## config.mk

```make
export PLATFORM = sky130hd
export DESIGN_NAME = pe
export DESIGN_NICKNAME = d
export VERILOG_FILES = /design/src/hdl/spmm_dims_pkg.sv /design/src/hdl/pe.sv /design/src/hdl/segment_reducer.sv
export SDC_FILE = /design/constraint.sdc
export NUM_CORES = 2
export LEC_CHECK = 0
export ABC_AREA = 1
export BUFFER_PORTS_ARGS = -buffer_cell sky130_fd_sc_hd__buf_2
export CAP_MARGIN = 15
export CORE_MARGIN = 3
export CORE_UTILIZATION = 50
export CTS_CLUSTER_DIAMETER = 200
export DETAILED_ROUTE_END_ITERATION = 8
export GPL_TIMING_DRIVEN = 0
export PLACE_DENSITY_LB_ADDON = 0.08
export SLEW_MARGIN = 20
export SYNTH_ARGS = -nofsm -noshare
export SYNTH_HDL_FRONTEND = slang
export SYNTH_HIERARCHICAL = 1
export SYNTH_SLANG_ARGS = --single-unit
export TNS_END_PERCENT = 1
```

## constraint.sdc

```tcl
create_clock -name clock -period 11 [get_ports clock]
set_clock_uncertainty 0.15 [all_clocks]
set_input_delay 0.55 -clock clock [delete_from_list [all_inputs] [get_ports clock]]
set_output_delay 0.55 -clock clock [all_outputs]
set_load 0.01 [all_outputs]
```

## src/hdl/spmm_dims_pkg.sv

```systemverilog
package spmm_dims_pkg;

    // matrix dimension
    localparam int N = 8;

    // element width
    localparam int W = 8;

    localparam int LG_N = $clog2(N);

    // rows moved per load or drain beat
    localparam int ROWS_PER_BEAT = 4;
    localparam int BEATS = N / ROWS_PER_BEAT;

    // one matrix element, arithmetic wraps at W bits
    typedef logic [W-1:0] elem_t;

    // row or column index
    typedef logic [LG_N-1:0] idx_t;

    // row pointer, one bit wider so it can hold N
    typedef logic [LG_N:0] ptr_t;

endpackage
```

## src/hdl/pe.sv

```systemverilog
`timescale 1ns/10ps

module pe (
    input  logic                 clock,
    input  logic                 out_start,
    input  logic                 lhs_start,
    input  spmm_dims_pkg::ptr_t  lhs_ptr    [spmm_dims_pkg::N],
    input  spmm_dims_pkg::idx_t  lhs_col    [spmm_dims_pkg::N],
    input  spmm_dims_pkg::elem_t lhs_data   [spmm_dims_pkg::N],
    input  spmm_dims_pkg::elem_t rhs_column [spmm_dims_pkg::N],
    output spmm_dims_pkg::elem_t column_out [spmm_dims_pkg::N]
);
    import spmm_dims_pkg::*;

    ptr_t  ptr_q     [N];
    idx_t  col_q     [N];
    elem_t data_q    [N];
    ptr_t  end_c     [N];
    logic  split_c   [N];
    elem_t products  [N];
    logic  split     [N];
    ptr_t  row_start [N];
    ptr_t  row_end   [N];

    always_ff @(posedge clock or posedge out_start) begin
        if (out_start) begin
            for (int i = 0; i < N; i++) begin
                ptr_q[i] <= '0;
            end
        end else if (lhs_start) begin
            ptr_q <= lhs_ptr;
        end
    end

    always_ff @(posedge clock) begin
        if (lhs_start) begin
            col_q <= lhs_col;
            data_q <= lhs_data;
        end
    end

    // last row ends at N
    always_comb begin
        for (int i = 0; i < N - 1; i++) begin
            end_c[i] = ptr_q[i+1];
        end
        end_c[N-1] = ptr_t'(N);
        for (int k = 0; k < N; k++) begin
            split_c[k] = 1'b0;
        end
        for (int i = 0; i < N; i++) begin
            if (end_c[i] > ptr_q[i]) begin
                split_c[idx_t'(ptr_q[i])] = 1'b1;
            end
        end
    end

    // gather and multiply, wraps to W bits
    always_ff @(posedge clock) begin
        for (int k = 0; k < N; k++) begin
            products[k] <= data_q[k] * rhs_column[col_q[k]];
        end
    end

    always_ff @(posedge clock or posedge out_start) begin
        if (out_start) begin
            for (int i = 0; i < N; i++) begin
                split[i] <= 1'b0;
                row_start[i] <= '0;
                row_end[i] <= '0;
            end
        end else begin
            split <= split_c;
            row_start <= ptr_q;
            row_end <= end_c;
        end
    end

    segment_reducer i_segment_reducer (
        .clock     (clock),
        .out_start (out_start),
        .products  (products),
        .split     (split),
        .row_start (row_start),
        .row_end   (row_end),
        .sums      (column_out)
    );

endmodule

```

## src/hdl/segment_reducer.sv

```systemverilog
`timescale 1ns/10ps

module segment_reducer (
    input  logic                 clock,
    input  logic                 out_start,
    input  spmm_dims_pkg::elem_t products  [spmm_dims_pkg::N],
    input  logic                 split     [spmm_dims_pkg::N],
    input  spmm_dims_pkg::ptr_t  row_start [spmm_dims_pkg::N],
    input  spmm_dims_pkg::ptr_t  row_end   [spmm_dims_pkg::N],
    output spmm_dims_pkg::elem_t sums      [spmm_dims_pkg::N]
);
    import spmm_dims_pkg::*;

    elem_t stage_in [LG_N][N];
    elem_t prefix   [LG_N][N];
    logic  split_d  [LG_N][N];
    ptr_t  start_d  [LG_N][N];
    ptr_t  end_d    [LG_N][N];
    elem_t seg      [N];

    always_comb begin
        stage_in[0] = products;
        for (int s = 1; s < LG_N; s++) begin
            stage_in[s] = prefix[s-1];
        end
    end

    // log-step scan, stage s reaches 2^s lanes back
    always_ff @(posedge clock) begin
        for (int s = 0; s < LG_N; s++) begin
            for (int j = 0; j < N; j++) begin
                if (j >= (1 << s)) begin
                    prefix[s][j] <= stage_in[s][j] + stage_in[s][j - (1 << s)];
                end else begin
                    prefix[s][j] <= stage_in[s][j];
                end
            end
        end
    end

    // row bounds follow the scan
    always_ff @(posedge clock or posedge out_start) begin
        if (out_start) begin
            for (int s = 0; s < LG_N; s++) begin
                for (int j = 0; j < N; j++) begin
                    split_d[s][j] <= 1'b0;
                    start_d[s][j] <= '0;
                    end_d[s][j] <= '0;
                end
            end
        end else begin
            split_d[0] <= split;
            start_d[0] <= row_start;
            end_d[0] <= row_end;
            for (int s = 1; s < LG_N; s++) begin
                split_d[s] <= split_d[s-1];
                start_d[s] <= start_d[s-1];
                end_d[s] <= end_d[s-1];
            end
        end
    end

    // P[end-1] - P[start-1], zero when the row owns nothing
    always_comb begin
        for (int i = 0; i < N; i++) begin
            seg[i] = '0;
            if (end_d[LG_N-1][i] > start_d[LG_N-1][i]
                    && split_d[LG_N-1][idx_t'(start_d[LG_N-1][i])]) begin
                seg[i] = prefix[LG_N-1][idx_t'(end_d[LG_N-1][i] - 1'b1)];
                if (start_d[LG_N-1][i] != '0) begin
                    seg[i] = seg[i] - prefix[LG_N-1][idx_t'(start_d[LG_N-1][i] - 1'b1)];
                end
            end
        end
    end

    always_ff @(posedge clock) begin
        sums <= seg;
    end

endmodule

```

# Word level (Yosys, flattened, before mapping)
# Memory sizes are Yosys's and may differ from the RTL's.
# Cells that the tools add are included.
# classes
addsub	34
n_mul	8
n_div	0
n_lt_le_gt_ge	57
eq_ne	0
n_shift	0
mux	107
bitwise	40
n_reduce_logical	24
# ops
op	n
8-bit binary-select mux with 3-bit select	17
8-bit two-way mux	50
8-bit adder	17
4-bit >= comparator, second input constant	33
3-bit inverter with 4-bit output	33
8-bit by 8-bit multiplier with 8-bit output	8
8-bit subtractor	8
4-bit greater-than comparator	15
8-bit OR	7
4-bit by 1-bit less-than comparator with 1-bit output, second input constant	8
4-bit nonzero test	8
1-bit binary-select mux with 3-bit select	8
1-bit demux with 3-bit select	8
1-bit two-way mux	24
3-bit by 1-bit subtractor with 3-bit output, second input constant	8
1-bit logical AND	16
4-bit greater-than comparator, first input constant	1
1-bit by 1-bit subtractor with 2-bit output, both inputs constant	1
# totals
reg_bits	412
latch_bits	0
mem_bits_rw	192
mem_bits_ro	0
input_bits	187
out_inout_bits	64
elab_cells	379
n_memories	1
# memory_table
memory	words	word_bits	rd	rd_ports_with_merged_regs	write_ports	line_no	text
i_segment_reducer.prefix	3	64	3	0	3	segment_reducer.sv:15	elem_t prefix [LG_N][N];

# Logic depth before layout (Yosys ltp)
# logic_depth
word_depth	20
depth_mapped	32

# Modules after synthesis
# Netlist, hierarchy kept.
# by_module_without_submodules
mod	instances	cells_per_inst	area_per_inst_um2	seq_area_each_um2
segment_reducer	1	3846	29325.6	10530.1
pe	1	2845	20434.6	5750.5

# Worst setup path before layout
# Ideal clock, no wire load.
# synth_timing
path_type	in2reg
start	input port rhs_column[36] (netlist name)
end	register products[63] (netlist name)
arrival_ns	4.430
required_time_ns	10.738
setup_slack_ns	6.308
path_stages	28
n_path_buf	0
cell_sequence	inv_1 -> nand2_1 -> nand3_1 -> nand2_1 -> o21ai_0 -> nor2_1 -> fa_1 -> inv_1 -> fa_1 -> fa_1 -> fa_1 -> inv_1 -> ha_1 -> a21oi_1 -> nand2_1 -> or2_2 -> nand2_1 -> inv_1 -> nand2_1 -> nand2_1 -> inv_2 -> nand2_1 -> nand2_1 -> nand2_1 -> nand2_1 -> inv_1 -> nand2_1 -> nand2_1
# synth_between
elab_chain_cells	4
# synth_lines
element	line_no	text
start, declared	pe.sv:10	input spmm_dims_pkg::elem_t rhs_column [spmm_dims_pkg::N],
8-bit binary-select mux with 3-bit select	pe.sv:61	products[k] <= data_q[k] * rhs_column[col_q[k]];
8-bit two-way mux (not written as such) (2 in a row)	pe.sv:61	
8-bit by 8-bit multiplier with 8-bit output	pe.sv:61	
end signal, assigned by index	pe.sv:61	
end, declared	pe.sv:20	elem_t products [N];
# No other way between the ends. The select of a mux whose other input is x is not followed.
# A chain may end at the register's enable or synchronous reset.

# Final worst setup path
# layout_timing
start	register col_q[3] (netlist name)
end	register products[15] (netlist name)
# layout_between
elab_chain_cells	5
# layout_lines
element	line_no	text
start, declared	pe.sv:16	idx_t col_q [N];
start signal, assigned	pe.sv:37	col_q <= lhs_col;
3-bit inverter with 4-bit output (not written as such)	pe.sv:61	
8-bit binary-select mux with 3-bit select	pe.sv:61	
8-bit two-way mux (not written as such) (2 in a row)	pe.sv:61	
8-bit by 8-bit multiplier with 8-bit output	pe.sv:61	
# No other way between the ends. The select of a mux whose other input is x is not followed.

==> out/metrics.cfg <==
[timing]
rsz0062_at_grt=false
slew_viol_final=0
final-setup-viol-count=0
max_freq_mhz=182
hold_viol_final=0
maxSlewHeadroom_pct=14.0
fin_crit_sh_pct=50.0
hold_ws_ns=0.0608
fin_setup_tns_ns=0
fin_ws_ns=5.50
worstMarginPinSlew_ns=1.29
min_period_ns=5.50

[finish]
nets=7830
fin_cells=8491
drive_gt1_share_pct=10.8
multi_input_area_mm2=0.0286
area_growth_pct=13.6
ff_latch_area_mm2=0.0163
n_fill_cell=9273

[placement]
placed_cells=8232
gp_congestion=1.06
preCtsSetupSlack_ns=5.25
io_buffer_count=249
hpwl_um=146000

[synthesis]
synthDistinctLibCells=54
yosysSeqAreaShare_pct=32.7
synth_fa_ha_area_share_pct=14.4
netlist_area_mm2=0.0498
synth_edf_count=88
synth_top_family_by_area=simple AND/OR/NAND/NOR gates
synth-compound-area-share_pct=17.4
yosys_warnings=6
yosys.area_share.xor_xnor_pct=3.92
synthArstFlopShare_pct=41.5
syn_inst=6691
synth_mux_area_share_pct=0
synth_seq_cells=697
synth.top_cell.area_share_pct=14.5
synth.avg_cell_area_um2=7.44
synthSimpleGateAreaFrac_pct=21.7
synth_top_cell_by_area=dfrtp_1
synth_area_leaders=dfrtp_1 15%, dfxtp_1 13%, nand2_1 11%
synthFlopType=dfxtp_1

[critical_path]
cp_slowest_cell=fa_1
cp.required_ns=11.33
crit_family=adder cells
r2r-start=col_q[3]
worst-path-max-fanout=10
crit_top_cell=nand2_1
rr_endpoint=products[15]
arrival_ns=5.83
cp-start-kind=flip-flop
cp_num_buf_inv=6
worstSetupPathType=flip-flop to flip-flop
reg2regPathDepth=25
r2r_slack_ns=5.50
cp-end-kind=flip-flop
critPathMaxStageDelay_ns=0.56

[worst_hold_path]
hold_path.startpoint=lhs_data[44]
worstHoldPathCells=1
hold_class=input pin to flip-flop
hold_end=data_q[44]

[clock_tree]
clock_path_buffers=3
cts.clk_slew.worst_paths_ns=0.07
cts.htree.levels=3
cts_sinks=697
root_buffer=clkbuf_16
clk_latency_ns=0.66
cts_setup_buffers=0
cts_buffers=76
tritoncts=yes

[routing]
drc_errors=0
viasPerCell=5.91
drt_first_pass_iters=9
drtAntennaViolNets=0
drt_iter0_markers=7077
wl_met3_um=27000
wl_met2_um=79200
met1_length_um=84400
post_drt_wl_per_cell_um=23.7
dr_total_vias=50200
top_layer_used=met5
wl_um=201000

[global_routing]
gr-total-overflow=0
grt_pass1_vias=45800
grt_start_max_net_pins=117
grt_pass1_wl_um=291000
grt_usage_pct=37.9
antenna_found_initial=12

[floorplan]
die_area_mm2=0.103
ioPinCount=251
die-width_um=321
start_util_pct=50.5
num_rows=115
die_h_um=321
coreArea_mm2=0.0986

[power_and_ir_drop]
vdd_ir_drop_max_mv=0.168
p_per_area_mw_per_mm2=282
leakage_uw=0.0280

[run_status]
status=finished clean

[run]
maxCapViolations=0

==> layout by cell type, fill, tap and decap left out, drive strengths merged, types with 36 or more instances in the layout <==
| cell type | n |
|---|---|
| nand2 | 1452 |
| inv | 807 |
| o21ai | 779 |
| nand3 | 549 |
| a21oi | 547 |
| buf | 509 |
| nor2 | 462 |
| ha | 379 |
| dfxtp | 320 |
| dfrtp | 289 |
| clkbuf | 168 |
| o211ai | 159 |
| fa | 121 |
| dlygate4sd3 | 120 |
| xor2 | 109 |
| xnor2 | 99 |
| edfxtp | 88 |
| nand4 | 72 |
| a21o | 46 |
| a31oi | 36 |
==> how the worst max path moves through the flow <==
stage | startpoint | end | slack (ns) | cells after the start
after global routing | col_q[3] | products[15] | 5.18 | 25
after CTS | col_q[0] | products[7] | 5.56 | 26
after floorplan | out_start | i_segment_reducer/end_d[0] | 4.39 | 1
final | col_q[3] | products[15] | 5.50 | 25
after detailed placement | rhs_column[36] | products[63] | 5.25 | 29
after global placement | out_start | i_segment_reducer/start_d[82] | 2.55 | 2
==> Yosys cell counts (36+ instances only) <==
cell type	instances
nand4_1	72
nand2_1	1433
nor2_1	451
ha_1	379
nand3_1	519
o21ai_1	112
edfxtp_1	88
inv_2	69
a21o_1	46
o211ai_1	157
dfxtp_1	320
buf_2	153
fa_1	121
o21ai_0	667
a31oi_1	36
inv_1	726
buf_4	50
xor2_1	107
clkbuf_1	60
a21oi_1	542
dfrtp_1	289
xnor2_1	93
==> cell families (layout without fill, tap and decap cells) <==
kind of cell               after synthesis  in the layout
DFF                                    697            697
other                                    2              7
buffers and inverters                 1126           1634
and+or+nand+nor                       2563           2563
adders and majority gates              500            500
xor gates and xnor gates               208            208
AOI/OAI and AO/OA                     1595           1595
==> cell type report <==
| cell class | count | share of cell area [%] |
|---|---|---|
| Antenna cell | 3 | 0.0133 |
| Sequential cell | 697 | 28.8 |
| Buffer | 326 | 3.41 |
| Clock inverter | 37 | 0.812 |
| Inverter | 800 | 5.33 |
| Tap cell | 1287 | 2.85 |
| Timing Repair Buffer | 372 | 4.48 |
| Multi-Input combinational cell | 4870 | 50.5 |
| Clock buffer | 99 | 3.77 |
==> metal layers <==
layer	track usage, %	vias up
met5	0	-
met4	15.9	6
met3	12.3	635
met2	53.0	3129
met1	53.5	23400
li1	-	23100
==> registers in the layout, summed over array words and instances, names as in the netlist <==
signal and count:
end_c 28, row_end 29, split 8, ptr_q 4, i_segment_reducer/start_d 96, i_segment_reducer/prefix 192
i_segment_reducer/sums 64, i_segment_reducer/split_d 24, col_q 24, row_start 4, i_segment_reducer/end_d 96, data_q 64
products 64
==> where the power goes <==
part	total [µW]	internal [µW]	switching [µW]
registers	4140	3380	761
clock network	2620	1510	1100
logic	9190	3140	6050
==> what timing repair did <==
item	4_1_cts	5_1_grt
hold buffers	120	0
gates resized for setup	0	0
hold endpoints to repair	244	0
==> through the flow <==
| step | power, µW | instance area (µm²) | util (%) |
|---|---|---|---|
| detailed placement | 12900 | 52700 | 53.5 |
| CTS | 15600 | 56500 | 57.3 |
| finish | 15900 | 56500 | 57.3 |
| global placement | 12800 | 52600 | 53.4 |
| floorplan | 9810 | 49800 | - |
| global route | 17000 | 56500 | 57.3 |
(Power assumes the default switching activity.)
