==> config.mk <==
export PLATFORM = sky130hd
export DESIGN_NAME = spmm_control
export DESIGN_NICKNAME = d
export VERILOG_FILES = /design/src/hdl/spmm_dims_pkg.sv /design/src/hdl/spmm_ctrl_pkg.sv /design/src/hdl/spmm_control.sv
export SDC_FILE = /design/constraint.sdc
export NUM_CORES = 1
export LEC_CHECK = 0
export ABC_AREA = 1
export BUFFER_PORTS_ARGS = -buffer_cell sky130_fd_sc_hd__buf_2
export CAP_MARGIN = 10
export CORE_MARGIN = 2
export CORE_UTILIZATION = 50
export CTS_CLUSTER_SIZE = 10
export DETAILED_ROUTE_END_ITERATION = 8
export PLACE_DENSITY = 0.75
export SETUP_SLACK_MARGIN = 0.05
export SYNTH_ARGS = -nofsm -noshare
export SYNTH_HDL_FRONTEND = slang
export SYNTH_SLANG_ARGS = --single-unit
==> constraint.sdc <==
create_clock -name clock -period 1.8 [get_ports clock]
set_input_delay 0.09 -clock clock [delete_from_list [all_inputs] [get_ports clock]]
set_output_delay 0.09 -clock clock [all_outputs]
set_load 0.01 [all_outputs]
==> src/hdl/spmm_dims_pkg.sv <==
package spmm_dims_pkg;

    // matrix dimension
    localparam int N = 8;

    // element width
    localparam int W = 8;

    localparam int LG_N = $clog2(N);

    // rows moved per load or drain beat
    localparam int ROWS_PER_BEAT = 4;
    localparam int BEATS = N / ROWS_PER_BEAT;

    // one matrix element, arithmetic wraps at W bits
    typedef logic [W-1:0] elem_t;

    // row or column index
    typedef logic [LG_N-1:0] idx_t;

    // row pointer, one bit wider so it can hold N
    typedef logic [LG_N:0] ptr_t;

endpackage
==> src/hdl/spmm_ctrl_pkg.sv <==
package spmm_ctrl_pkg;

    // rhs buffer life cycle
    typedef enum logic [1:0] {
        rhs_empty,
        rhs_loading,
        rhs_loaded,
        rhs_in_use
    } rhs_state_e;

    // output buffer life cycle
    typedef enum logic [1:0] {
        out_free,
        out_computing,
        out_full,
        out_draining
    } out_state_e;

    // lhs_start edge to pe result register
    localparam int PE_LATENCY = spmm_dims_pkg::LG_N + 2;

    // counts load and drain beats, up to BEATS
    typedef logic [$clog2(spmm_dims_pkg::BEATS + 1)-1:0] beat_cnt_t;

endpackage

==> src/hdl/spmm_control.sv <==
`timescale 1ns/10ps

module spmm_control (
    input  logic clock,
    input  logic out_start,
    input  logic rhs_start,
    input  logic lhs_start,
    input  logic drain_start,
    input  logic load_done,
    input  logic drain_done,
    output logic rhs_ready,
    output logic lhs_ready,
    output logic out_ready,
    output logic rhs_load,
    output logic rhs_wr_sel,
    output logic rhs_rd_sel,
    output logic out_capture,
    output logic out_wr_sel,
    output logic out_drain,
    output logic out_rd_sel
);
    import spmm_ctrl_pkg::*;

    typedef logic [$clog2(PE_LATENCY + 2)-1:0] cnt_t;

    rhs_state_e rhs_state [2];
    out_state_e out_state [2];
    cnt_t       comp_cnt;
    logic       rhs_acc;
    logic       lhs_acc;
    logic       drain_acc;
    logic       rhs_pick;
    logic       out_pick;
    logic       load_sel;
    logic       drain_sel;

    assign rhs_acc = rhs_start && rhs_ready;
    assign lhs_acc = lhs_start && lhs_ready;
    assign drain_acc = drain_start && out_ready;

    assign rhs_ready = rhs_state[0] != rhs_loading && rhs_state[1] != rhs_loading
                       && (rhs_state[0] == rhs_empty || rhs_state[1] == rhs_empty);
    assign lhs_ready = (rhs_state[0] == rhs_loaded || rhs_state[1] == rhs_loaded)
                       && (out_state[0] == out_free || out_state[1] == out_free)
                       && comp_cnt == '0;
    // one drain at a time
    assign out_ready = (out_state[0] == out_full || out_state[1] == out_full)
                       && out_state[0] != out_draining && out_state[1] != out_draining;

    // buffer 0 wins when both qualify
    assign rhs_wr_sel = rhs_state[0] != rhs_empty;
    assign rhs_pick = rhs_state[0] != rhs_loaded;
    assign out_pick = out_state[0] != out_free;
    assign out_rd_sel = out_state[0] != out_full;
    assign load_sel = rhs_state[0] != rhs_loading;
    assign drain_sel = out_state[0] != out_draining;

    assign rhs_load = rhs_acc;
    assign out_drain = drain_acc;
    assign out_capture = comp_cnt == cnt_t'(1);

    always_ff @(posedge clock or posedge out_start) begin
        if (out_start) begin
            comp_cnt <= '0;
            rhs_rd_sel <= 1'b0;
            out_wr_sel <= 1'b0;
        end else if (lhs_acc) begin
            comp_cnt <= cnt_t'(PE_LATENCY + 1);
            rhs_rd_sel <= rhs_pick;
            out_wr_sel <= out_pick;
        end else if (comp_cnt != '0) begin
            comp_cnt <= comp_cnt - 1'b1;
        end
    end

    always_ff @(posedge clock or posedge out_start) begin
        if (out_start) begin
            rhs_state[0] <= rhs_empty;
            rhs_state[1] <= rhs_empty;
            out_state[0] <= out_free;
            out_state[1] <= out_free;
        end else begin
            if (rhs_acc) begin
                rhs_state[rhs_wr_sel] <= rhs_loading;
            end
            if (load_done) begin
                rhs_state[load_sel] <= rhs_loaded;
            end
            if (lhs_acc) begin
                rhs_state[rhs_pick] <= rhs_in_use;
                out_state[out_pick] <= out_computing;
            end
            // compute retires, B is consumed
            if (out_capture) begin
                rhs_state[rhs_rd_sel] <= rhs_empty;
                out_state[out_wr_sel] <= out_full;
            end
            if (drain_acc) begin
                out_state[out_rd_sel] <= out_draining;
            end
            if (drain_done) begin
                out_state[drain_sel] <= out_free;
            end
        end
    end

endmodule

==> After elaboration in Yosys (flattened, before gate mapping) <==
Index checks and enable logic that the tools add are counted.
{ "op_classes": {"eq_ne": 11, "order_cmp": 16, "n_reduce_logical": 30, "n_bitwise": 26, "n_addsub": 1, "n_mux": 26} }
{ "op_table": {"columns": ["op", "count"], "rows": [
  ["two-way mux 4 bit", 8],
  ["logical AND 1 bit", 17],
  ["demux 2 bit (select 1 bit)", 8],
  ["greater-or-equal comparator 2 bit (second input constant)", 8],
  ["< comparator 2 x 1 -> 1 bit (second input constant)", 8],
  ["two-way mux 2 bit", 8],
  ["NOT 1 -> 2 bit", 8],
  ["bitwise AND 2 bit", 4],
  ["bitwise AND 4 bit", 2],
  ["equality test 2 bit (second input constant)", 4],
  ["zero test 2 bit", 4],
  ["!= test 2 bit (second input constant)", 4],
  ["NOT 2 bit", 4],
  ["NOT 4 bit", 2],
  ["OR 2 bit", 4],
  ["OR 4 bit", 2],
  ["two-way mux 3 bit", 2],
  ["nonzero test 2 bit", 3],
  ["logical OR 1 bit", 4],
  ["!= test 2 x 1 -> 1 bit (second input constant)", 2],
  ["equality test 3 x 1 -> 1 bit (second input constant)", 1],
  ["zero test 3 bit", 1],
  ["nonzero test 3 bit", 1],
  ["subtractor 3 x 1 -> 3 bit (second input constant)", 1]
]} }
{ "word_totals": {"reg_bits": 13, "wordCells": 117} }

==> Logic depth before layout (Yosys ltp) <==
{ "depth": {"word_depth": 15, "ltp_mapped": 10, "mapped_depth_nobuf": 10} }

==> Least setup slack after synthesis <==
No wires, ideal clock.
{ "synth_timing": {"path_kind": "reg2reg", "startpoint": "register comp_cnt[0]", "endpoint": "register rhs_state[2] (netlist bit)", "path_slack_ps": 407, "synth_period_minus_slack_ps": 1393, "stages_incl_launch_ff": 11, "arrival_time_ps": 1320, "cell_sequence": "dfrtp_1 -> inv_1 -> ha_1 -> inv_1 -> nor2_4 -> nand2_1 -> nor2_4 -> nand2_4 -> nor2_2 -> nor2_1 -> a21oi_2"} }
{ "synth_between": {"elab_chain_cells": 6, "word_cells_on_any_way": 7, "classes_between": "eq/ne: 1; mux: 2; bitwise: 1; reduce/logical: 3"} }
{ "synth_lines": {"columns": ["element", "line", "source"], "rows": [
  ["from (decl)", "spmm_control.sv:28", "cnt_t comp_cnt;"],
  ["from (signal assigned)", "spmm_control.sv:68", "comp_cnt <= cnt_t'(PE_LATENCY + 1);"],
  ["from (signal assigned)", "spmm_control.sv:72", "comp_cnt <= comp_cnt - 1'b1;"],
  ["zero test 3 bit (*)", "spmm_control.sv:45", "&& comp_cnt == '0;"],
  ["logical AND 1 bit (*)", "spmm_control.sv:45", null],
  ["via lhs_ready", "spmm_control.sv:12", "output logic lhs_ready,"],
  ["logical AND 1 bit (*)", "spmm_control.sv:38", "assign lhs_acc = lhs_start && lhs_ready;"],
  ["two-way mux 4 bit (*)", "spmm_control.sv:89", "if (lhs_acc) begin"],
  ["bitwise AND 4 bit (no source line)", null, null],
  ["two-way mux 4 bit (*)", "spmm_control.sv:94", "if (out_capture) begin"],
  ["to (signal, indexed assignment)", "spmm_control.sv:87", "rhs_state[load_sel] <= rhs_loaded;"],
  ["to (signal, indexed assignment)", "spmm_control.sv:90", "rhs_state[rhs_pick] <= rhs_in_use;"],
  ["to (signal, indexed assignment)", "spmm_control.sv:95", "rhs_state[rhs_rd_sel] <= rhs_empty;"],
  ["to (decl)", "spmm_control.sv:26", "rhs_state_e rhs_state [2];"]
]} }
The timed path passes the listed nets; every way through them passes the cells marked *.
A chain may end at the register's enable or synchronous reset.

==> Worst setup path after layout <==
{ "layout_timing": {"startpoint": "register comp_cnt[0]", "endpoint": "output port lhs_ready"} }
{ "layout_between": {"elab_chain_cells": 2} }
{ "layout_lines": {"columns": ["element", "line"], "rows": [
  ["zero test 3 bit", "spmm_control.sv:45"],
  ["logical AND 1 bit", "spmm_control.sv:45"],
  ["to (decl)", "spmm_control.sv:12"]
]} }
Every way passes these cells.

==> flow_metrics.py <==
metrics = {
    "status": {
        "status": "complete, no violations",
    },
    "power": {
        "p_sw_frac": 0.4668,
        "p_per_area_mw_per_mm2": 1770,
        "ir_worst_vdd_uv": 972.9,
        "p_comb_frac": 0.545,
        "p_switching_mw": 0.7412,
        "power_mw": 1.588,
        "p_seq_frac": 0.341,
        "p_int_mw": 0.8465,
        "p_leak_nw": 0.5082,
        "clock_power_share": 0.114,
    },
    "detailed_routing": {
        "viasPerCell": 5.000,
        "ant_nets": 0,
        "wl_per_cell_um": 11.36,
        "vias": 680,
        "finalWirelength_um": 1545,
        "drtIter0Drc": 10,
        "drc": 0,
        "firstDrtPassIters": 4,
    },
    "clock_tree": {
        "clock-sinks": 13,
        "clkTransAtPathRegs_ps": 80,
        "cts_setup_buffers": 0,
        "root_buffer": "clkbuf_4",
        "insertion_delay_ps": 270,
        "cts_max_level": 1,
        "cts_made_buffers": 3,
        "cts_tree": "yes",
        "cts_max_path_buffers": 2,
    },
    "logic_synthesis": {
        "syn_area_per_cell_um2": 7.684,
        "async_reset_ff_frac": 1.000,
        "synthCells": 99,
        "ys_seq_elements": 13,
        "synth_edf_count": 0,
        "synth_top_cells_by_area": "dfrtp_1 43%, inv_1 9.9%, nand2_1 9.9%",
        "yosysTopAreaCell": "dfrtp_1",
        "synth_seq_area_share": 0.4276,
        "ys.flop_type": "dfrtp_1",
        "synthesis.nets": 109,
        "synth_top_area_frac": 0.4276,
        "ys_types": 20,
        "netlist_area_um2": 760.7,
        "ys_top_cells_by_count": "20 x inv_1, 20 x nand2_1, 13 x dfrtp_1, 10 x nor2_1, 7 x o21ai_0",
        "synth_warnings": 0,
    },
    "placement": {
        "port_buffers": 16,
        "hpwl_um": 1173,
        "gp_congestion": 0.8140,
        "dpl_cell_area_um2": 860.8,
    },
    "timing": {
        "finalHoldViolCount": 0,
        "fin_crit_ps": 1597,
        "finalSetupTns_ps": 0,
        "tightest_slew_ps": 500.4,
        "fin_skew_ps": 5.506,
        "setup_viol": 0,
        "max_freq_mhz": 626.2,
        "rsz0062_at_grt": "no",
        "fin_crit_sh": 0.8871,
        "relSlewSlack": 0.6660,
        "slew_violations": 0,
    },
    "cells_and_area": {
        "drive_gt1_frac": 0.2417,
        "final_util": 0.6097,
        "diodes": 0,
        "area_growth_pct": 17.93,
        "final_area_um2": 897.1,
        "nNetsFinal": 131,
    },
    "floorplanning": {
        "chipHeight_um": 43.01,
        "rows": 14,
        "start_util": 0.5170,
        "die_w_um": 43.01,
        "core_area_mm2": 0.001471,
        "io_pins": 17,
        "dieArea_mm2": 0.001849,
    },
    "setup_path": {
        "worstPathCellList": "inv_1 > ha_1 > inv_1 > nor2_4 > nand2_1 > nor2_4 > buf_2",
        "max_stage_delay_ps": 410,
        "start_kind": "flip-flop",
        "timing.rr.start": "comp_cnt[0]$_DFFE_PP0P_",
        "startpoint": "comp_cnt[0]$_DFFE_PP0P_",
        "critPathKind": "reg -> out",
        "end_kind": "output pin",
        "required_ps": 1710,
        "crit_slowest_cell": "dfrtp_1",
        "crit_arrival_ps": 1510,
        "path_max_fanout": 5,
    },
    "hold_path": {
        "worstHoldStart": "drain_done",
        "hp-class": "in -> reg",
    },
    "global_routing": {
        "grt_pass1_wl_um": 2801,
        "first_global_vias": 671,
        "grt_max_degree": 14,
        "antenna_found_initial": 0,
        "overflow": 0,
        "grt_usage": 0.1975,
    },
    "job": {
        "maxCapViolations": 0,
    },
}
-- power groups by stage --
stage / clock [mW] / sequential, mW / combinational (mW)
finish: 0.180 / 0.542 / 0.866
detailed placement: 0 / 0.546 / 0.863
CTS: 0.189 / 0.540 / 0.874
global route: 0.200 / 0.564 / 0.999
global placement: 0 / 0.540 / 0.844
floorplan: 0 / 0.532 / 0.628
-- metal layers --
metal / GRT usage / vias up / part of all wire
li1: - / 353 / -
met1: 0.2500 / 313 / 0.46
met2: 0.3515 / 12 / 0.50
met3: 0.02553 / 2 / 0.033
met4: 0.05455 / 0 / 0.0065
met5: 0 / - / 0
-- flip-flops by register name (all words and copies together) (netlist names) --
| register | flops |
|---|---|
| rhs_rd_sel | 1 |
| out_wr_sel | 1 |
| comp_cnt | 3 |
| rhs_state | 4 |
| out_state | 4 |
-- layout by cell type (no fill, tap or decap) --
| cell | Yosys | layout |
|---|---|---|
| nor2_1 | 10 | 10 |
| nor2_4 | 2 | 2 |
| or2_2 | 2 | 2 |
| clkbuf_4 | 0 | 3 |
| xnor2_1 | 1 | 1 |
| a21oi_2 | 2 | 2 |
| nand2_2 | 1 | 1 |
| buf_2 | 0 | 16 |
| inv_1 | 20 | 20 |
| o221ai_1 | 1 | 1 |
| dlygate4sd3_1 | 0 | 1 |
| a21oi_1 | 5 | 5 |
| nand2_4 | 1 | 1 |
| dfrtp_1 | 13 | 13 |
| and2_1 | 1 | 1 |
| nand2_1 | 20 | 20 |
| o21ai_0 | 7 | 7 |
| ha_1 | 3 | 3 |
| a22oi_1 | 1 | 1 |
| o21ai_1 | 1 | 1 |
| nand3_1 | 5 | 5 |
| nor2_2 | 2 | 2 |
| clkbuf_1 | 0 | 1 |
| a31oi_1 | 1 | 1 |
-- through the flow --
stage / hold WS (ps) / std cells / setup slack [ps]
3_3_place_gp: 129.5 / 131 / 372.2
4_1_cts: 11.52 / 136 / 193.7
2_1_floorplan: -33.04 / 99 / 407.1
3_5_place_dp: 141.6 / 131 / 315.5
6_report: 21.62 / 136 / 203.2
5_1_grt: 22.15 / 136 / 68.79
-- final timing paths --
| path | slack [ps] | cells past startpoint | to |
|---|---|---|---|
| worst max-delay path | 200 | 7 | lhs_ready |
| worst min register to register | 530 | 1 | comp_cnt[0]$_DFFE_PP0P_ |
| max in group asynchronous | 1080 | 3 | rhs_rd_sel$_DFFE_PP0N_ |
| worst max register to register | 280 | 10 | rhs_state[2]$_DFF_PP0_ |
| worst min-delay path | 20 | 2 | out_state[2]$_DFF_PP0_ |
| min in group asynchronous | 380 | 3 | out_state[2]$_DFF_PP0_ |
-- critical path: cells and delay by family, from the launching register on --
family        cells  cell delay (ps)
buf+inv           3              310
simple gates      3              370
flops             1              410
fa+ha+maj         1              150
-- cells by family after synthesis --
family,share of synthesized area
AOI/OAI and AO/OA,0.1382
xor gates and xnor gates,0.01152
DFF,0.4276
and+or+nand+nor,0.2747
buffers and inverters,0.09868
adders and majority gates,0.04935
-- repair_timing --
item	in CTS	in global routing
hold buffers	1	0
resized for setup	0	0
hold endpoints to repair	13	0
-- final cells by class --
cell class              instances  area (µm²)
repair buffers                 17       90.09
inverters                      20       75.07
flip-flops and latches         13       325.3
fillers                       146       574.3
well taps                      16       20.02
clock buffers                   4       26.28
multi-input cells              66       360.3
(Power assumes the default switching activity.)
