**config.mk**
```make
export PLATFORM = sky130hd
export DESIGN_NAME = rhs_buffer
export DESIGN_NICKNAME = d
export VERILOG_FILES = /design/src/hdl/spmm_dims_pkg.sv /design/src/hdl/spmm_ctrl_pkg.sv /design/src/hdl/rhs_buffer.sv
export SDC_FILE = /design/constraint.sdc
export NUM_CORES = 1
export LEC_CHECK = 0
export BUFFER_PORTS_ARGS = -buffer_cell sky130_fd_sc_hd__buf_4
export CAP_MARGIN = 20
export CORE_MARGIN = 5
export CORE_UTILIZATION = 25
export DETAILED_ROUTE_END_ITERATION = 8
export PLACE_DENSITY = 0.51
export SLEW_MARGIN = 30
export SYNTH_ARGS = -nofsm -noshare
export SYNTH_HDL_FRONTEND = slang
export SYNTH_SLANG_ARGS = --single-unit
```
**constraint.sdc**
```tcl
create_clock -name clock -period 24.5 [get_ports clock]
set_input_delay 2.45 -clock clock [delete_from_list [all_inputs] [get_ports clock]]
set_output_delay 2.45 -clock clock [all_outputs]
set_load 0.05 [all_outputs]
```
**src/hdl/spmm_dims_pkg.sv**
```systemverilog
package spmm_dims_pkg;

    // matrix dimension
    localparam int N = 8;

    // element width
    localparam int W = 8;

    localparam int LG_N = $clog2(N);

    // rows moved per load or drain beat
    localparam int ROWS_PER_BEAT = 4;
    localparam int BEATS = N / ROWS_PER_BEAT;

    // one matrix element, arithmetic wraps at W bits
    typedef logic [W-1:0] elem_t;

    // row or column index
    typedef logic [LG_N-1:0] idx_t;

    // row pointer, one bit wider so it can hold N
    typedef logic [LG_N:0] ptr_t;

endpackage
```
**src/hdl/spmm_ctrl_pkg.sv**
```systemverilog
package spmm_ctrl_pkg;

    // rhs buffer life cycle
    typedef enum logic [1:0] {
        rhs_empty,
        rhs_loading,
        rhs_loaded,
        rhs_in_use
    } rhs_state_e;

    // output buffer life cycle
    typedef enum logic [1:0] {
        out_free,
        out_computing,
        out_full,
        out_draining
    } out_state_e;

    // lhs_start edge to pe result register
    localparam int PE_LATENCY = spmm_dims_pkg::LG_N + 2;

    // counts load and drain beats, up to BEATS
    typedef logic [$clog2(spmm_dims_pkg::BEATS + 1)-1:0] beat_cnt_t;

endpackage

```
**src/hdl/rhs_buffer.sv**
```systemverilog
`timescale 1ns/10ps

module rhs_buffer (
    input  logic                 clock,
    input  logic                 out_start,
    input  logic                 rhs_load,
    input  logic                 rhs_wr_sel,
    input  spmm_dims_pkg::elem_t rhs_data    [spmm_dims_pkg::ROWS_PER_BEAT][spmm_dims_pkg::N],
    input  logic                 rhs_rd_sel,
    output spmm_dims_pkg::elem_t rhs_columns [spmm_dims_pkg::N][spmm_dims_pkg::N],
    output logic                 load_done
);
    import spmm_dims_pkg::*;
    import spmm_ctrl_pkg::*;

    // buffer, column, row
    elem_t     mem [2][N][N];
    logic      busy;
    logic      wr_sel_q;
    beat_cnt_t beat;
    logic      wr_now;
    logic      wr_buf;
    beat_cnt_t wr_beat;

    // beat 0 arrives with rhs_load
    assign wr_now = rhs_load || busy;
    assign wr_buf = rhs_load ? rhs_wr_sel : wr_sel_q;
    assign wr_beat = rhs_load ? '0 : beat;

    always_ff @(posedge clock or posedge out_start) begin
        if (out_start) begin
            busy <= 1'b0;
            wr_sel_q <= 1'b0;
            beat <= '0;
            load_done <= 1'b0;
        end else begin
            load_done <= 1'b0;
            if (rhs_load) begin
                wr_sel_q <= rhs_wr_sel;
            end
            if (wr_now) begin
                if (wr_beat == beat_cnt_t'(BEATS - 1)) begin
                    busy <= 1'b0;
                    load_done <= 1'b1;
                end else begin
                    busy <= 1'b1;
                    beat <= wr_beat + 1'b1;
                end
            end
        end
    end

    always_ff @(posedge clock) begin
        if (wr_now) begin
            for (int r = 0; r < ROWS_PER_BEAT; r++) begin
                for (int c = 0; c < N; c++) begin
                    mem[wr_buf][c][int'(wr_beat) * ROWS_PER_BEAT + r] <= rhs_data[r][c];
                end
            end
        end
    end

    // column-major view for the pe array
    assign rhs_columns = mem[rhs_rd_sel];

endmodule

```
Word-level counts from Yosys, hierarchy flattened
Memory sizes are Yosys's and may differ from the RTL's.
Cells that the tools add are included.
{ "classes": {"addsub": 4, "order_cmp": 8, "n_eq_ne": 1, "mux": 1554, "bitwise": 1541, "reduce_logical": 6} }
{ "ops": {"columns": ["cell", "n"], "rows": [
  ["$mux 1", 1541],
  ["$or 1x1->1", 1536],
  ["$mux 64", 4],
  ["$ge 32x4->1 const B", 4],
  ["$lt 32x1->1 const B", 4],
  ["$demux 8 s3", 4],
  ["$not 5->32", 2],
  ["$mux 8", 4],
  ["$not 32->32", 1],
  ["$not 4->32", 1],
  ["$add 4x2->5 const B", 2],
  ["$add 4x1->5 const B", 1],
  ["$logic_and 1x1->1", 4],
  ["$add 2x1->2 const B", 1],
  ["$eq 2x1->1 const B", 1],
  ["$mux 2", 1],
  ["$reduce_and 2->1", 1],
  ["$logic_or 1x1->1", 1],
  ["$not 1->1", 1]
]} }
{ "word_totals": {"register_bits": 5, "ram_bits": 1024, "input_bits": 261, "output_inout_bits": 513, "word_cells": 3119, "memories": 1} }
{ "mem_list": {"columns": ["name", "depth", "width", "rd", "rd_clocked_by_memory_dff", "wr", "line", "rtl"], "rows": [
  ["mem", 2, 512, 1, 0, 1, "rhs_buffer.sv:17", "elem_t mem [2][N][N];"]
]} }

Depth between registers and ports, before layout
Gate-level depths: netlist of run 1.
{ "depth": {"ltp_word": 11, "mapped_depth": 8, "depth_no_buf": 5} }

Least setup slack after synthesis of run 1
OpenSTA, ideal clock, no wires.
{ "synth_timing": {"path_kind": "input to register", "start": "in rhs_load", "end": "mem mem[0][0] in the netlist's numbering (enable)", "setup_time_ns": 1.264, "arrival_ns": 21.481, "required_time_ns": 23.236, "path_slack_ns": 1.755, "path_stages": 3, "n_path_buf": 1, "path_cell_list": "buf_6 > or3b_2 > a21boi_0"} }
{ "synth_between": {"elab_chain_len": 11, "elab_cells_between_ends": 38, "cone_classes": "add/sub: 3; order compare: 8; mux: 15; bitwise: 7; reduce/logical: 5"} }
{ "synth_lines": {"columns": ["element", "line", "rtl"], "rows": [
  ["start: declaration", "rhs_buffer.sv:6", "input logic rhs_load,"],
  ["$mux 2", "rhs_buffer.sv:28", "assign wr_beat = rhs_load ? '0 : beat;"],
  ["$add 4x1->5", "rhs_buffer.sv:57", "mem[wr_buf][c][int'(wr_beat) * ROWS_PER_BEAT + r] <= rhs_data[r][c];"],
  ["$not 5->32 (not written as such)", "rhs_buffer.sv:57", null],
  ["$ge 32x4->1 (not written as such) / $lt 32x1->1 (equally long branches)", "rhs_buffer.sv:57", null],
  ["$logic_and 1x1->1 (not written as such)", "rhs_buffer.sv:57", null],
  ["$mux 8 (not written as such)", "rhs_buffer.sv:57", null],
  ["$demux 8 s3", "rhs_buffer.sv:57", null],
  ["$mux 64 (not written as such)", "rhs_buffer.sv:57", null],
  ["$or 1x1->1 (no source line) (3 in a row)", null, null],
  ["end: declaration", "rhs_buffer.sv:17", null]
]} }
Several ways; a longest one is shown, not always the timed one.

==> results of run 1 <==
-- cell usage after synthesis (all sizes together) (2+ instances only) --
cell type / number
a21boi: 6
nand2b: 2
clkbuf: 5
nor2: 2
mux2: 897
buf: 95
edfxtp: 1024
inv: 6
ha: 3
dfrtp: 5
o21a: 2
o21ai: 2
-- flip-flops by register name (all words and copies together) (netlist names) --
name / cells
load_done: 1
mem: 1024
beat: 2
wr_sel_q: 1
busy: 1
-- worst max-delay path: cells and delay by family --
| kind | cells | cell delay (ns) |
|---|---|---|
| buffers and inverters | 5 | 2.48 |
| multiplexers | 1 | 0.43 |
-- logic make-up after synthesis --
| family | count (synthesis) | share of synthesized area [%] |
|---|---|---|
| compound gates | 12 | 0.206 |
| fa+ha+maj | 3 | 0.0896 |
| buf+inv | 106 | 1.76 |
| flops | 1029 | 73.7 |
| mux | 897 | 24.1 |
| simple gates | 8 | 0.111 |
-- area by class of cell --
| class | instances | area (µm²) |
|---|---|---|
| clock buffers | 150 | 3040 |
| multi-input cells | 920 | 10400 |
| repair buffers | 806 | 6200 |
| clock inverters | 57 | 528 |
| diodes | 17 | 42.5 |
| well taps | 2204 | 2760 |
| inverters | 6 | 22.5 |
| fillers | 16200 | 113000 |
| flip-flops and latches | 1029 | 30900 |
-- power by group --
group / internal (µW) / switching [µW] / leakage (µW)
logic: 476 / 970 / 0.00754
registers: 2290 / 55.0 / 0.00948
clock network: 945 / 703 / 0.00174
-- through the flow --
step / worst slack (ns) / utilization [%] / instances
4_1_cts: 16.06 / 32.2 / 5171
3_3_place_gp: 16.07 / 30.0 / 4961
2_1_floorplan: 1.75 / - / 2055
3_5_place_dp: 16.07 / 30.1 / 4964
5_1_grt: 15.91 / 32.3 / 5184
6_report: 16.05 / 32.3 / 5189
-- final timing paths --
kind | start | slack [ns] | endpoint | cells past startpoint
max | rhs_rd_sel | 16.05 | rhs_columns[215] | 6
min | beat[0] | 0.51 | beat[0] | 2
max reg2reg | busy | 20.42 | mem[0][474] | 5
min reg2reg | beat[0] | 0.51 | beat[0] | 2
max in group asynchronous | out_start | 22.48 | busy | 2
min in group asynchronous | out_start | 1.71 | wr_sel_q | 2
-- routing by layer --
layer / vias up / global-route usage, % / part of all wire [%] / wire (µm)
met4: 2 / 6.52 / 4.1 / 5130
met5: - / 0 / 0.016 / 20
li1: 9860 / - / - / -
met1: 11400 / 15.4 / 38 / 47100
met3: 187 / 3.83 / 6.7 / 8430
met2: 627 / 23.9 / 52 / 64700
==> flow_results.org, run 1 <==
** Run status
- The flow ran to the end, and the final reports show no timing, DRC or antenna violations.

** Clock network
- In this run, post-CTS repair resized a total of 0 instances.
- H-tree lvl count :: 3
- Clk sink count :: between 1,000 and 1,500
- No sink is reached through more buffers than the 3 on the longest clock path.
- The cell sitting at the root of the clock tree is a sky130_fd_sc_hd__clkbuf_16.
- For the worst-skew pair, the clock arrives at the later sink with an insertion delay of roughly 0.75 ns.
- TritonCTS buffer count :: about 110
- After clock tree synthesis, the flow added hold-fix buffers numbering 0.
- Clock tree from TritonCTS :: done
- # Post-CTS Setup Buffers :: 0
- After clock tree synthesis, the clock-pin slew on the worst setup and hold paths is ~0.060 ns.

** Setup path
- Crit path largest cell delay :: between 0.7 and 0.8 ns
- Nature of the critical path startpoint :: input port
- The worst setup path is of the in -> out kind.
- Arrival time at the worst endpoint :: about 6.0 ns
- Cell repeated most along the worst path :: sky130_fd_sc_hd__buf_4
- CP Cell Sequence :: buf_8 > buf_4 > buf_4 > buf_12 > mux2_2 > buf_4
- Of all nets on the critical path, the largest fanout is between 150 and 200.
- Required time worst endpoint :: about 22 ns
- The worst setup path is captured at an output pin.
- The slowest stage of the critical path belongs to the cell sky130_fd_sc_hd__buf_4.

** Die
- The region available for standard cell placement spans around 170,000 µm².
- Height of the die :: between 400 and 500 µm
- Initial core utilization :: roughly a quarter
- Site Rows :: 150
- around 770 I/O pins were placed.
- The die covers 176,000 µm².
- Die width :: around 420 µm

** Timing
- Summed over all failing endpoints, the final setup total negative slack is 0 ns.
- Period utilisation layout :: 34.5%
- Endpoints failing hold :: 0
- Setup Viol. Count Final :: 0
- Count of final max-slew check failures :: 0
- The tightest hold path in the finished design has a slack of 0.505 ns.
- Setup repair after global routing left no endpoint under its margin.
- Final critical path time including I/O delays and setup :: 8.45 ns
- Post-route clock skew :: around 0.026 ns
- Worst slew margin relative to its limit :: 21.8%
- At the pin with the least slew margin, the transition time is 1.17 ns.
- For this run, the top clock speed supported by timing is 118 MHz.

** Routing
- The final layout contains routed wiring with a total length of between 100,000 and 150,000 µm.
- Routed vias :: approximately 22,000
- Number of violations reported at the end of detailed-routing iteration 0 :: 1,222
- Residual antenna-violating net count after detailed routing :: 0
- In the routed design, unresolved DRC markers number 0.
- Average wire per cell in the routed design :: about 24 µm
- DR pass1 iterations :: 5
- After detailed routing, the number of vias per cell comes to around 4.2.

** Cells and area
- Summing all non-filler instances in the final layout gives an area of 53,800 µm².
- Commonest non-fill, non-tap cell in the layout :: sky130_fd_sc_hd__edfxtp_1
- After the last flow step, the layout net total stands at around 3,100.
- Fraction of layout instances using a drive strength above 1 :: a little over three fifths
- The library cells used most frequently in the layout, excluding fill and tap cells, are 1,024 x sky130_fd_sc_hd__edfxtp_1, 897 x sky130_fd_sc_hd__mux2_2, 792 x sky130_fd_sc_hd__buf_4.
- Layout overhead on the synthesized area :: 28.5%

** Yosys
- Ranked by total cell area, the synthesized netlist is headed by sky130_fd_sc_hd__edfxtp_1 73%, sky130_fd_sc_hd__mux2_2 24%, sky130_fd_sc_hd__buf_2 0.71%, sky130_fd_sc_hd__buf_6 0.65%, sky130_fd_sc_hd__dfrtp_1 0.30%.
- In this run the mean area of a mapped cell was approximately 20 µm².
- The synthesized design spends more area on one cell type than any other, namely sky130_fd_sc_hd__edfxtp_1.
- Count of warnings emitted by yosys :: 0
- Post-Synthesis Cells :: about 2,100
- Summing every instance area after synthesis gives roughly 42,000 µm².
- Synthesis produced a netlist with a net count of 2,319.
- Fraction of synthesis flops using an asynchronous set or reset pin :: less than 1%
- Library cells used by synthesis :: 21
- Synth Register Bits :: a little over 1,000
- After synthesis, flip-flops and latches occupy between 70% and 80% of the total area.
- Primary flip-flop cell chosen by synthesis mapping :: sky130_fd_sc_hd__edfxtp_1
- The top cell type by area accounts for between 70% and 80% of the synthesized area.
- Yosys mapped a number of flops with a built-in enable equal to 1,024.

** Job
- # Max-Cap Violations :: 0

** Place
- HPWL Detailed :: between 80,000 and 90,000 µm
- Buffers placed on the I/O ports in this run total roughly 770.
- The congestion estimate from routability-driven global placement came to between 0.7 and 0.8.
- Post-Place Cell Area :: approximately 50,000 µm²

** Pwr
- Total Power :: 5440 µW
- Max VDD drop :: 0.0000584 V
- In this run the static leakage power is approximately 0.019 µW.
- Power spread over the standard cell area amounts to 101 nW/µm².

** Global route
- The via count of the first global-routing pass came to 22,800.
- The initial antenna violation count is 19.
- Summed over all layers, the global routing overflow is 0.
- Largest net degree at the start of global routing :: 154
- First-pass GRT wire length :: ~170,000 µm
- All-Layer GR Usage :: a little over an eighth

** Hold path
- Hold Crit Class :: reg -> reg
(Power assumes the default switching activity.)
==> run 2, diff against run 1 <==
--- a/config.mk
+++ b/config.mk
@@ -10,7 +10,7 @@
 export CORE_MARGIN = 5
 export CORE_UTILIZATION = 25
 export DETAILED_ROUTE_END_ITERATION = 8
-export PLACE_DENSITY = 0.51
+export PLACE_DENSITY = 0.53
 export SLEW_MARGIN = 30
 export SYNTH_ARGS = -nofsm -noshare
 export SYNTH_HDL_FRONTEND = slang
==> constraint.sdc (replaced) <==
create_clock -name clock -period 7 [get_ports clock]
set_input_delay 0.7 -clock clock [delete_from_list [all_inputs] [get_ports clock]]
set_output_delay 0.7 -clock clock [all_outputs]
set_load 0.05 [all_outputs]
==> run 2 against run 1 <==
  * Count of clock-buffer cells in the layout is 12 lower
  * Register-to-register slack worse by 16 ns
  * Sequential cell count stayed put
  * Via count is 0.51% higher
  * Core utilization is 0.081 points higher
  * Global-route usage is 0.29 points lower
  * Worst hold slack worse by 0.29 ns
  * Largest cell class unchanged
==> flow_results.org, run 2 (synthesis gave the netlist of run 1 again) <==
** Clock network
- CTS saw ~1,000 sinks.
- Once the clock tree was built, the setup fixing pass inserted 0 buffers.
- Clock Latency Late Sink :: between 0.7 and 0.8 ns
- H-tree lvl count :: 3
- The number of hold buffers added after CTS was 1.
- CTS placed an instance of sky130_fd_sc_hd__clkbuf_16 at the clock tree root.
- TritonCTS buffer count :: roughly 120
- Clock-pin slew was measured on the worst setup and hold paths at 0.06 ns.
- TritonCTS built the clock tree.
- In this run the deepest clock path goes through 3 buffers.
- Once the clock tree was built, the resizer swapped 0 gates to a different size.

** Setup path
- Data arrives at the worst endpoint at 2.67 ns.
- Worst-path fanout max :: roughly 130
- In this design, the stage delay of the slowest critical-path cell is roughly 0.46 ns.
- For the worst setup path, the data required time is 6.30 ns.
- Critical Setup Path Class :: in -> out
- Nature of the critical path startpoint :: input port
- Type of element capturing the critical path :: output pin
- Number of cell instances on the worst register-to-register path :: 4
- The signal on the critical path passes through buf_8 > buf_12 > mux2_2 > buf_4.
- CP max stage cell :: sky130_fd_sc_hd__buf_8

** Timing
- The final-report max-slew violation count was 0.
- Setup violations remaining at the end of the flow were counted as 0.
- Post-route clock skew :: about 0.037 ns
- Slack of the critical path :: about 3.6 ns
- Setup repair after global routing missed its margin :: no
- In this run the tightest slew margin relative to its limit is 33.7%.
- Derived from the worst setup path, the maximum achievable clock frequency is just under 300 MHz.
- After routing, the total negative slack on setup checks comes to 0 ns.
- The final critical path takes up about half of the cycle.
- Final hold analysis gives a worst-case slack of about 0.22 ns.
- For the finished layout, the period the worst path requires is 3.37 ns.
- Least-Margin Pin Slew :: about 1 ns
- Endpoints failing hold :: 0

** Routing
- Dividing the detail-routed via count by the number of cells gives between 4 and 5.
- Once detail routing completed, the nets flagged for antenna violations numbered 0.
- Total Wirelength :: between 100,000 and 150,000 µm
- DRC viols :: 0
- DR pass1 iterations :: 4
- Average wire per cell in the routed design :: 23.8 µm
- Number of violations reported at the end of detailed-routing iteration 0 :: ~1,300
- Routed vias :: 22,200

** Cells and area
- Layout overhead on the synthesized area :: 28.8%
- Area occupied by multi-input gates :: about 10,000 µm²
- Commonest non-fill, non-tap cell in the layout :: sky130_fd_sc_hd__edfxtp_1
- Once layout is done, the placed cells without fillers occupy roughly 54,000 µm².
- Most used cells in the layout excluding fill and tap cells :: 1,024 x sky130_fd_sc_hd__edfxtp_1, 897 x sky130_fd_sc_hd__mux2_2, 790 x sky130_fd_sc_hd__buf_4
- Regs by FF count :: mem (1024), beat (2)
- Sequential cell area :: between 30,000 and 40,000 µm²
- Number of fill cells in the layout :: approximately 16,000
- Register containing the most flip-flops in the final layout :: mem
- The register with the most flip-flops in the layout has about 1,000 of them.
- Cells with a size suffix above 1 make up 63.0% of the layout.
- The final layout contains about 3,100 nets.

** Die
- The die is 419 µm wide.
- Core Box Area :: between 150,000 and 200,000 µm²
- In this run the count of I/O pins placed on the die edge is about 770.
- The initial utilization of the core area, before any placement, comes to 25.1%.
- Site Rows :: 150
- The die covers about 180,000 µm².
- From bottom edge to top edge, the die measures 419 µm.

** Global route
- The initial antenna violation count was 12.
- After global routing the overflow that remains totals 0.
- The first global-routing pass estimated roughly 170,000 µm of wire.
- All-Layer GR Usage :: between 10% and 20%
- Via count of the first global-routing pass :: 22,800
- Largest net degree at the start of global routing :: 127

** Place
- After detailed placement, the total cell area comes to between 50,000 and 60,000 µm².
- Post-place setup slack :: 3.50 ns
- Summed over all nets, the half-perimeter wirelength after detailed placement is about 80,000 µm.
- Routability Congestion :: roughly 0.76
- PortBufs :: ~770

** Pwr
- For this design the ratio of total power to cell area is 355 nW/µm².
- The analysis attributes to cell leakage a power of between 0.015 and 0.02 µW.
- Max VDD drop :: between 0.0002 and 0.00025 V

** Run status
- Outcome :: finished, final reports clean

** Job
- # Max-Cap Violations :: 0

** Hold path
- The tightest min-delay check is of the in -> reg type.
- Along the worst hold path, the cell count comes to 1.
[run 2: cell count changes in the layout (fill, tap and decap cells not counted), moves of 4 or more]
| cell | before | now |
|---|---|---|
| sky130_fd_sc_hd__clkbuf_8 | 5 | 0 |
| sky130_fd_sc_hd__clkinv_1 | 13 | 29 |
| sky130_fd_sc_hd__clkbuf_1 | 31 | 22 |
| sky130_fd_sc_hd__clkinv_2 | 19 | 23 |
| sky130_fd_sc_hd__buf_12 | 7 | 13 |
| sky130_fd_sc_hd__diode_2 | 17 | 10 |
[run 2: metal layers]
layer,share of wire (%),vias to the layer above,track usage [%]
met2,52,565,23.5
met4,5.1,4,6.49
li1,-,9853,-
met5,0.023,-,0
met3,5.5,230,3.56
met1,38,11500,15.1
[run 2: worst max-delay path: cells and delay by family]
family / cells / cell delay (ns)
buf+inv: 3 / 1.12
mux: 1 / 0.42
[run 2: area by class of cell]
| type | count | share of cell area [%] |
|---|---|---|
| repair buffers | 806 | 11.6 |
| clock inverters | 75 | 1.27 |
| well taps | 2204 | 5.11 |
| inverters | 6 | 0.0417 |
| clock buffers | 138 | 5.53 |
| diodes | 10 | 0.0464 |
| flip-flops and latches | 1029 | 57.2 |
| multi-input cells | 920 | 19.2 |
[run 2: where the power goes]
group          internal, µW  leakage (µW)  switching (µW)  total, µW
logic                  1670       0.00755            3420       5090
clock network          3400       0.00180            2510       5910
registers              8010       0.00948             156       8160
[run 2: stage by stage]
stage	utilization, %	power (µW)	instances
floorplan	-	11800	2055
finish	32.3	19200	5188
detailed placement	30.1	13500	4963
global placement	30.1	13400	4963
CTS	32.3	19500	5177
global route	32.3	19900	5187
[run 2: worst paths after layout]
check	end	slack (ns)	startpoint
setup / recovery	rhs_columns[466]	3.63	rhs_rd_sel
hold / removal	mem[1][478]	0.22	rhs_data[254]
setup reg to reg	mem[0][207]	4.07	busy
hold reg to reg	beat[1]	0.51	beat[1]
max in group asynchronous	beat[1]	6.29	out_start
min in group asynchronous	load_done	0.51	out_start
